<file path="src/design/riscv_pkg.sv">
`default_nettype none

package riscv_pkg;

    // ########################################
    // widths
    // ########################################

    // data path and address width of the core
    localparam int xlen = 32;
    // five bits select one of the 32 architectural registers
    localparam int reg_addr_w = 5;
    localparam int imm_src_w = 2;
    localparam int alu_ctrl_w = 2;

    // ########################################
    // datapath select encodings
    // ########################################

    // immediate format chosen by the extender
    localparam logic [imm_src_w-1:0] imm_src_i = 2'd0;
    localparam logic [imm_src_w-1:0] imm_src_s = 2'd1;
    localparam logic [imm_src_w-1:0] imm_src_b = 2'd2;

    // operation performed by the alu
    localparam logic [alu_ctrl_w-1:0] alu_add = 2'd0;
    localparam logic [alu_ctrl_w-1:0] alu_sub = 2'd1;
    localparam logic [alu_ctrl_w-1:0] alu_and = 2'd2;
    localparam logic [alu_ctrl_w-1:0] alu_or  = 2'd3;

    // second alu operand comes from rs2 or from the extended immediate
    localparam logic alu_src_reg     = 1'b0;
    localparam logic alu_src_ext_imm = 1'b1;

    // value written back to the register file
    localparam logic res_src_alu       = 1'b0;
    localparam logic res_src_read_data = 1'b1;

    // ########################################
    // instruction fields
    // ########################################

    localparam logic [6:0] opcode_load   = 7'b0000011;
    localparam logic [6:0] opcode_store  = 7'b0100011;
    localparam logic [6:0] opcode_branch = 7'b1100011;
    localparam logic [6:0] opcode_op_imm = 7'b0010011;
    localparam logic [6:0] opcode_op     = 7'b0110011;

    localparam logic [2:0] funct3_add = 3'b000;
    localparam logic [2:0] funct3_and = 3'b111;
    localparam logic [2:0] funct3_or  = 3'b110;

    // funct7 bit 5 (instr bit 30) turns add into sub for register ops
    localparam int funct7_sub_bit = 5;

    // bit positions inside the 4-bit alu flag vector
    localparam int flag_n = 3;
    localparam int flag_z = 2;
    localparam int flag_c = 1;
    localparam int flag_v = 0;

endpackage

`default_nettype wire

</file>
<file path="src/design/regfile.sv">
`default_nettype none

module regfile (
    input  logic                             clk,
    input  logic [riscv_pkg::reg_addr_w-1:0] addr1,
    input  logic [riscv_pkg::reg_addr_w-1:0] addr2,
    input  logic [riscv_pkg::reg_addr_w-1:0] addr3,
    input  logic [riscv_pkg::xlen-1:0]       wd3,
    input  logic                             we,
    output logic [riscv_pkg::xlen-1:0]       rd1,
    output logic [riscv_pkg::xlen-1:0]       rd2
);
    import riscv_pkg::*;

    // one entry per architectural register
    // entry 0 is never written, reads of x0 are forced to zero below
    logic [xlen-1:0] regs [2**reg_addr_w];

    // write port, takes effect at the edge that retires the instruction
    always_ff @(posedge clk) begin
        if (we && (addr3 != '0)) begin
            regs[addr3] <= wd3;
        end
    end

    // ########################################
    // read ports
    // ########################################

    // both reads are combinational so an instruction sees
    // the values left by the previous one in the same cycle
    assign rd1 = (addr1 == '0) ? '0 : regs[addr1];
    assign rd2 = (addr2 == '0) ? '0 : regs[addr2];

endmodule

`default_nettype wire

</file>
<file path="src/design/imm_extend.sv">
`default_nettype none

module imm_extend (
    input  logic [riscv_pkg::xlen-1:0]      instr,
    input  logic [riscv_pkg::imm_src_w-1:0] imm_src,
    output logic [riscv_pkg::xlen-1:0]      ext_imm
);
    import riscv_pkg::*;

    // the sign bit of every immediate format sits in instr bit 31
    logic sign;

    assign sign = instr[xlen-1];

    always_comb begin
        case (imm_src)
            // i format, imm[11:0] lies in one piece at the top of the word
            imm_src_i: begin
                ext_imm = {{(xlen-12){sign}}, instr[31:20]};
            end
            // s format, the low five bits take the place of rd
            imm_src_s: begin
                ext_imm = {{(xlen-12){sign}}, instr[31:25], instr[11:7]};
            end
            // b format is a halfword offset
            // imm[11] hides in instr bit 7 and imm[0] is always zero
            imm_src_b: begin
                ext_imm = {{(xlen-12){sign}}, instr[7], instr[30:25],
                           instr[11:8], 1'b0};
            end
            // no instruction of the subset uses the fourth encoding
            default: begin
                ext_imm = '0;
            end
        endcase
    end

endmodule

`default_nettype wire

</file>
<file path="src/design/alu.sv">
`default_nettype none

module alu (
    input  logic [riscv_pkg::xlen-1:0]       a,
    input  logic [riscv_pkg::xlen-1:0]       b,
    input  logic [riscv_pkg::alu_ctrl_w-1:0] alu_ctrl,
    output logic [riscv_pkg::xlen-1:0]       result,
    output logic [3:0]                       flags
);
    import riscv_pkg::*;

    logic            is_sub;
    logic            is_arith;
    logic [xlen-1:0] b_eff;
    logic [xlen:0]   sum;
    logic            overflow;

    // ########################################
    // adder shared by add and sub
    // ########################################

    // sub is a + ~b + 1, so one adder with a carry in covers both
    assign is_sub   = (alu_ctrl == alu_sub);
    assign is_arith = (alu_ctrl == alu_add) || is_sub;
    assign b_eff    = is_sub ? ~b : b;
    assign sum      = {1'b0, a} + {1'b0, b_eff} + {{xlen{1'b0}}, is_sub};

    // signed overflow when both operands share a sign the sum does not have
    assign overflow = (a[xlen-1] == b_eff[xlen-1]) && (sum[xlen-1] != a[xlen-1]);

    always_comb begin
        case (alu_ctrl)
            alu_add: result = sum[xlen-1:0];
            alu_sub: result = sum[xlen-1:0];
            alu_and: result = a & b;
            alu_or:  result = a | b;
            default: result = sum[xlen-1:0];
        endcase
    end

    // ########################################
    // flags
    // ########################################

    // carry after sub means no borrow, as on most flag based machines
    // c and v carry no meaning for the logic operations and read zero there
    always_comb begin
        flags         = '0;
        flags[flag_n] = result[xlen-1];
        flags[flag_z] = (result == '0);
        flags[flag_c] = is_arith & sum[xlen];
        flags[flag_v] = is_arith & overflow;
    end

endmodule

`default_nettype wire

</file>
<file path="src/design/control_unit.sv">
`default_nettype none

module control_unit (
    input  logic [riscv_pkg::xlen-1:0]       instr,
    input  logic                             alu_zero,
    output logic                             reg_we,
    output logic                             mem_we,
    output logic [riscv_pkg::imm_src_w-1:0]  imm_src,
    output logic [riscv_pkg::alu_ctrl_w-1:0] alu_ctrl,
    output logic                             alu_src,
    output logic                             result_src,
    output logic                             pc_src
);
    import riscv_pkg::*;

    logic [6:0] opcode;
    logic [2:0] funct3;
    logic       funct7_sub;
    logic       branch;
    logic       arith;
    logic       is_op;

    assign opcode     = instr[6:0];
    assign funct3     = instr[14:12];
    // funct7 occupies instr[31:25]
    assign funct7_sub = instr[25 + funct7_sub_bit];

    // ########################################
    // main decoder
    // ########################################

    always_comb begin
        // defaults describe an instruction that changes nothing
        // but the pc, which is also what unknown opcodes get
        reg_we     = 1'b0;
        mem_we     = 1'b0;
        imm_src    = imm_src_i;
        alu_src    = alu_src_reg;
        result_src = res_src_alu;
        branch     = 1'b0;
        arith      = 1'b0;
        case (opcode)
            opcode_load: begin
                reg_we     = 1'b1;
                alu_src    = alu_src_ext_imm;
                result_src = res_src_read_data;
            end
            opcode_store: begin
                mem_we  = 1'b1;
                imm_src = imm_src_s;
                alu_src = alu_src_ext_imm;
            end
            // beq compares rs1 and rs2 by subtracting them
            opcode_branch: begin
                imm_src = imm_src_b;
                branch  = 1'b1;
            end
            opcode_op_imm: begin
                reg_we  = 1'b1;
                alu_src = alu_src_ext_imm;
                arith   = 1'b1;
            end
            opcode_op: begin
                reg_we = 1'b1;
                arith  = 1'b1;
            end
            default: begin
            end
        endcase
    end

    // ########################################
    // alu decoder
    // ########################################

    // addi has no sub form, the funct7 bit is part of its immediate
    assign is_op = (opcode == opcode_op);

    always_comb begin
        alu_ctrl = alu_add;
        if (branch) begin
            alu_ctrl = alu_sub;
        end else if (arith) begin
            case (funct3)
                funct3_add: alu_ctrl = (is_op && funct7_sub) ? alu_sub : alu_add;
                funct3_and: alu_ctrl = alu_and;
                funct3_or:  alu_ctrl = alu_or;
                default:    alu_ctrl = alu_add;
            endcase
        end
    end

    // the branch is taken when rs1 - rs2 came out zero
    assign pc_src = branch & alu_zero;

endmodule

`default_nettype wire

</file>
<file path="src/design/datapath.sv">
`default_nettype none

module datapath (
    input  logic                             clk,
    input  logic                             rst_n,
    input  logic [riscv_pkg::xlen-1:0]       instr,
    input  logic [riscv_pkg::xlen-1:0]       read_data,
    input  logic                             reg_we,
    input  logic [riscv_pkg::imm_src_w-1:0]  imm_src,
    input  logic [riscv_pkg::alu_ctrl_w-1:0] alu_ctrl,
    input  logic                             alu_src,
    input  logic                             result_src,
    input  logic                             pc_src,
    output logic [riscv_pkg::xlen-1:0]       pc,
    output logic [riscv_pkg::xlen-1:0]       alu_out,
    output logic [riscv_pkg::xlen-1:0]       write_data,
    output logic                             alu_zero
);
    import riscv_pkg::*;

    logic [xlen-1:0] pc_next;
    logic [xlen-1:0] pc_plus_4;
    logic [xlen-1:0] pc_plus_off;
    logic [xlen-1:0] ext_imm;
    logic [xlen-1:0] srca;
    logic [xlen-1:0] srcb;
    logic [xlen-1:0] reg_wr_data;
    logic [3:0]      alu_flags;

    // ########################################
    // program counter
    // ########################################

    // branch offsets are relative to the branch itself
    assign pc_plus_4   = pc + xlen'(4);
    assign pc_plus_off = pc + ext_imm;
    assign pc_next     = pc_src ? pc_plus_off : pc_plus_4;

    always_ff @(posedge clk or negedge rst_n) begin
        if (!rst_n) begin
            pc <= '0;
        end else begin
            pc <= pc_next;
        end
    end

    // ########################################
    // register file, extender and alu
    // ########################################

    // rs2 goes straight out as store data
    regfile u_regfile (
        .clk   (clk),
        .addr1 (instr[19:15]),
        .addr2 (instr[24:20]),
        .addr3 (instr[11:7]),
        .wd3   (reg_wr_data),
        .we    (reg_we),
        .rd1   (srca),
        .rd2   (write_data)
    );

    imm_extend u_imm_extend (
        .instr   (instr),
        .imm_src (imm_src),
        .ext_imm (ext_imm)
    );

    assign srcb = (alu_src == alu_src_ext_imm) ? ext_imm : write_data;

    alu u_alu (
        .a        (srca),
        .b        (srcb),
        .alu_ctrl (alu_ctrl),
        .result   (alu_out),
        .flags    (alu_flags)
    );

    assign alu_zero = alu_flags[flag_z];

    // loads write memory data back, everything else the alu result
    assign reg_wr_data = (result_src == res_src_read_data) ? read_data : alu_out;

endmodule

`default_nettype wire

</file>
<file path="src/design/riscv_core.sv">
`default_nettype none

module riscv_core (
    input  logic                       clk,
    input  logic                       rst_n,
    output logic [riscv_pkg::xlen-1:0] imem_addr,
    input  logic [riscv_pkg::xlen-1:0] imem_rdata,
    output logic [riscv_pkg::xlen-1:0] dmem_addr,
    output logic [riscv_pkg::xlen-1:0] dmem_wdata,
    output logic                       dmem_we,
    input  logic [riscv_pkg::xlen-1:0] dmem_rdata
);
    import riscv_pkg::*;

    // decoded controls running from the control unit to the datapath
    logic                  reg_we;
    logic [imm_src_w-1:0]  imm_src;
    logic [alu_ctrl_w-1:0] alu_ctrl;
    logic                  alu_src;
    logic                  result_src;
    logic                  pc_src;
    logic                  alu_zero;

    // ########################################
    // decode
    // ########################################

    // the store enable goes straight to the data memory port
    control_unit u_control_unit (
        .instr      (imem_rdata),
        .alu_zero   (alu_zero),
        .reg_we     (reg_we),
        .mem_we     (dmem_we),
        .imm_src    (imm_src),
        .alu_ctrl   (alu_ctrl),
        .alu_src    (alu_src),
        .result_src (result_src),
        .pc_src     (pc_src)
    );

    // ########################################
    // execute
    // ########################################

    // the alu result doubles as the data memory address
    datapath u_datapath (
        .clk        (clk),
        .rst_n      (rst_n),
        .instr      (imem_rdata),
        .read_data  (dmem_rdata),
        .reg_we     (reg_we),
        .imm_src    (imm_src),
        .alu_ctrl   (alu_ctrl),
        .alu_src    (alu_src),
        .result_src (result_src),
        .pc_src     (pc_src),
        .pc         (imem_addr),
        .alu_out    (dmem_addr),
        .write_data (dmem_wdata),
        .alu_zero   (alu_zero)
    );

endmodule

`default_nettype wire

</file>
<file path="config.mk">
export PLATFORM = sky130hd
export DESIGN_NAME = riscv_core
export DESIGN_NICKNAME = d
export VERILOG_FILES = /design/src/design/riscv_pkg.sv /design/src/design/regfile.sv /design/src/design/imm_extend.sv /design/src/design/alu.sv /design/src/design/control_unit.sv /design/src/design/datapath.sv /design/src/design/riscv_core.sv
export SDC_FILE = /design/constraint.sdc
export NUM_CORES = 2
export LEC_CHECK = 0
export BUFFER_PORTS_ARGS = -buffer_cell sky130_fd_sc_hd__buf_4
export CORE_MARGIN = 1
export CORE_UTILIZATION = 26
export CTS_BUF_LIST = sky130_fd_sc_hd__clkbuf_8 sky130_fd_sc_hd__clkbuf_16
export CTS_CLUSTER_DIAMETER = 120
export CTS_CLUSTER_SIZE = 25
export DETAILED_ROUTE_END_ITERATION = 8
export PLACE_DENSITY = 0.37
export SYNTH_ARGS = -nofsm -noshare
export SYNTH_HDL_FRONTEND = slang
export SYNTH_SLANG_ARGS = --single-unit
</file>
<file path="constraint.sdc">
create_clock -name clk -period 11.7 [get_ports clk]
set_input_delay 1.17 -clock clk [delete_from_list [all_inputs] [get_ports clk]]
set_output_delay 1.17 -clock clk [all_outputs]
set_load 0.01 [all_outputs]
</file>
==> flow_metrics.env <==
export IMPL_clk_latency_ps=720
export IMPL_ant_nets=0
export IMPL_pre_cts_ws_ps=1700
export IMPL_p_per_area_nw_per_um2=148
export IMPL_post_drt_wl_per_cell_um=36.1
export IMPL_synth_distinct_cells=91
export IMPL_r2r_cells=22
export IMPL_fp_dieH_um=462
export IMPL_start_util=0.262
export IMPL_cts_tree="done"
export IMPL_crit_type="input port to output pin"
export IMPL_area_growth_pct=12.4
export IMPL_end_kind="output pin"
export IMPL_clock_skew_final_ps=24.8
export IMPL_grt_pass1_vias=35700
export IMPL_status="finished clean"
export IMPL_rsz0062_at_grt="false"
export IMPL_cts_hold_buf=0
export IMPL_crit_cells=23
export IMPL_cts_root_buf="clkbuf_16"
export IMPL_critPathMaxFanout=42
export IMPL_netlist_instances=3583
export IMPL_clkSinkCount=1056
export IMPL_clockBufferDepth=3
export IMPL_hold_violations=0
export IMPL_ys_seq_area_frac=0.573
export IMPL_power_total_mw=9.14
export IMPL_required_ps=10530
export IMPL_gp_congestion=0.946
export IMPL_htreeDepth=2
export IMPL_hpwl_mm=152
export IMPL_leakage_nw=20.5
export IMPL_drc=0
export IMPL_die_area_sq_um=214000
export IMPL_grt_total_usage=0.219
export IMPL_worst_path_most_repeated_cell="a21oi_1"
export IMPL_period_share=0.818
export IMPL_finalCriticalPeriod_ps=9570
export IMPL_gr_total_overflow=0
export IMPL_rr_endpoint="u_datapath.pc[22]"
export IMPL_grt_pass1_wl_mm=319
export IMPL_antenna_found_initial=12
export IMPL_ys_flop_type="edfxtp_1"
export IMPL_cts_resized_gates=0
export IMPL_fill_cells=20900
export IMPL_core_area_sq_um=210000
export IMPL_slowest_delay_ps=860
export IMPL_vias=35800
export IMPL_reg2reg_slack_ps=3820
export IMPL_synth_edf_count=1024
export IMPL_rr_startpoint="u_datapath.u_regfile.regs[31][7]"
export IMPL_yosys_warnings=0
export IMPL_max_slew_margin=0.0389
export IMPL_fmax_mhz=105
export IMPL_drive_above_1_share=0.248
export IMPL_ys_async_sr_fraction=0.0303
export IMPL_grt_max_degree=74
export IMPL_io_buffer_count=162
export IMPL_clk_pin_slew_ps=120
export IMPL_finalWirelength_mm=238
export IMPL_num_rows=168
export IMPL_maxSlewViolCount=0
export IMPL_avgSynthCellArea_sq_um=15.4
export IMPL_critPathTopFamily="compound AO/OA/AOI/OAI gates"
export IMPL_critPathLaunchType="input port"
export IMPL_path_cells="buf_8, buf_12, buf_4, mux4_2, mux2i_1, o22ai_1, a21oi_1, o21ai_1, xnor2_1, ha_1, a21o_1, a21oi_1, o21ai_0, a21o_1, a21oi_1, nor2_1, a21oi_1, o21ai_0, o21a_1, o221ai_1, nor4bb_4, inv_1, buf_4"
export IMPL_cts_buffers_inserted=50
export IMPL_setup_violations=0
export IMPL_slowest_stage="nor4bb_4"
export IMPL_drtPass1Iterations=8
export IMPL_cp_arrival_ps=8400
export IMPL_ys_ff_latch=1056
export IMPL_tns_ps=0
export IMPL_via_per_inst=5.44
export IMPL_die_x_um=462
export IMPL_drt_iter0_drc=3854
export IMPL_hp_class="input port to asynchronous set/reset pin"
export IMPL_path_buf_inv=5
export IMPL_worstMarginPinSlew_ps=1420
export IMPL_worst_slack_ps=2130
export IMPL_ir_worst_vdd_mv=0.108
export IMPL_pin_count=163
export IMPL_cts_setup_buffers=0
export IMPL_synthesis_area_sq_um=55100
export IMPL_cap_violations=0
export IMPL_fin_nets=3891
==> cells by family after synthesis <==
group	Yosys count	synth area share
XOR/XNOR	102	0.0162
other	1	0.0000681
flip-flops	1056	0.573
AND/OR/NAND/NOR	683	0.0580
multiplexers	746	0.232
adder cells (fa/ha/maj)	80	0.0177
AO/OA/AOI/OAI	624	0.0772
buffers and inverters	291	0.0262
==> through the flow <==
stage,hold WS [ps],utilization,area (sq um),cells
detailed placement,520,0.288,60500,6514
global placement,509,0.288,60500,6514
global route,424,0.295,61900,6584
floorplan,508,-,55200,3614
finish,412,0.295,61900,6584
CTS,386,0.295,61900,6583
==> sequential cells by signal, indices dropped and copies added (netlist names) <==
| signal | count |
|---|---|
| u_datapath.pc | 32 |
| u_datapath.u_regfile.regs | 1024 |
==> layer usage <==
metal / up-vias / GRT usage / routed length [um]
met5: - / 0 / 0
met4: 0 / 0.0605 / 7140
met3: 221 / 0.0241 / 12300
met2: 1258 / 0.368 / 115000
met1: 19500 / 0.299 / 103000
li1: 14800 / - / -
==> worst max-delay path by stage <==
stage,endpoint,start
6_report,dmem_addr[31],imem_rdata[20]
5_1_grt,dmem_addr[31],imem_rdata[20]
3_3_place_gp,u_datapath.pc[25],imem_rdata[20]
2_1_floorplan,u_datapath.pc[31],imem_rdata[15]
4_1_cts,dmem_addr[31],imem_rdata[20]
3_5_place_dp,u_datapath.pc[22],imem_rdata[20]
==> final cells by class <==
type	instances	area [sq um]	area share
clock buffers	51	1280	0.0206
well taps	2805	3510	0.0567
clock inverters	18	153	0.00247
flip-flops and latches	1056	31600	0.510
multi-input cells	2267	22600	0.364
inverters	48	180	0.00291
repair buffers	338	2670	0.0431
diodes	1	2.50	0.0000404
==> where the power goes <==
part	leakage [nW]	switching, mW	internal [mW]	total (mW)
Clock	0.727	1.30	0.825	2.13
Sequential	9.55	0.0189	4.74	4.76
Combinational	10.2	1.60	0.658	2.26
==> placed cells by master (no fill, tap or decap), drive strengths merged, types with 40 or more instances in the layout <==
| cell | Yosys | routed |
|---|---|---|
| a21o | 43 | 43 |
| a21oi | 163 | 163 |
| a22oi | 75 | 75 |
| buf | 147 | 338 |
| clkbuf | 96 | 51 |
| edfxtp | 1024 | 1024 |
| ha | 62 | 62 |
| inv | 48 | 62 |
| mux2 | 40 | 40 |
| mux2i | 288 | 288 |
| mux4 | 418 | 418 |
| nand2 | 176 | 176 |
| nand3 | 45 | 45 |
| nor2 | 248 | 248 |
| nor3 | 40 | 40 |
| o21ai | 76 | 76 |
| o22ai | 41 | 41 |
| xnor2 | 73 | 73 |
==> synthesized netlist by cell type, types with 40 or more instances <==
cell | count | area share
edfxtp_1 | 1024 | 0.56
mux4_2 | 418 | 0.17
mux2i_1 | 288 | 0.052
nor2_1 | 248 | 0.017
nand2_1 | 175 | 0.012
a21oi_1 | 163 | 0.015
clkbuf_1 | 96 | 0.0065
a22oi_1 | 75 | 0.010
xnor2_1 | 73 | 0.012
buf_2 | 69 | 0.0063
ha_1 | 62 | 0.014
o21ai_0 | 56 | 0.0051
inv_1 | 47 | 0.0032
nand3_1 | 45 | 0.0041
a21o_1 | 43 | 0.0059
o22ai_1 | 40 | 0.0045
Note: power is estimated with default switching activity, not from simulation.
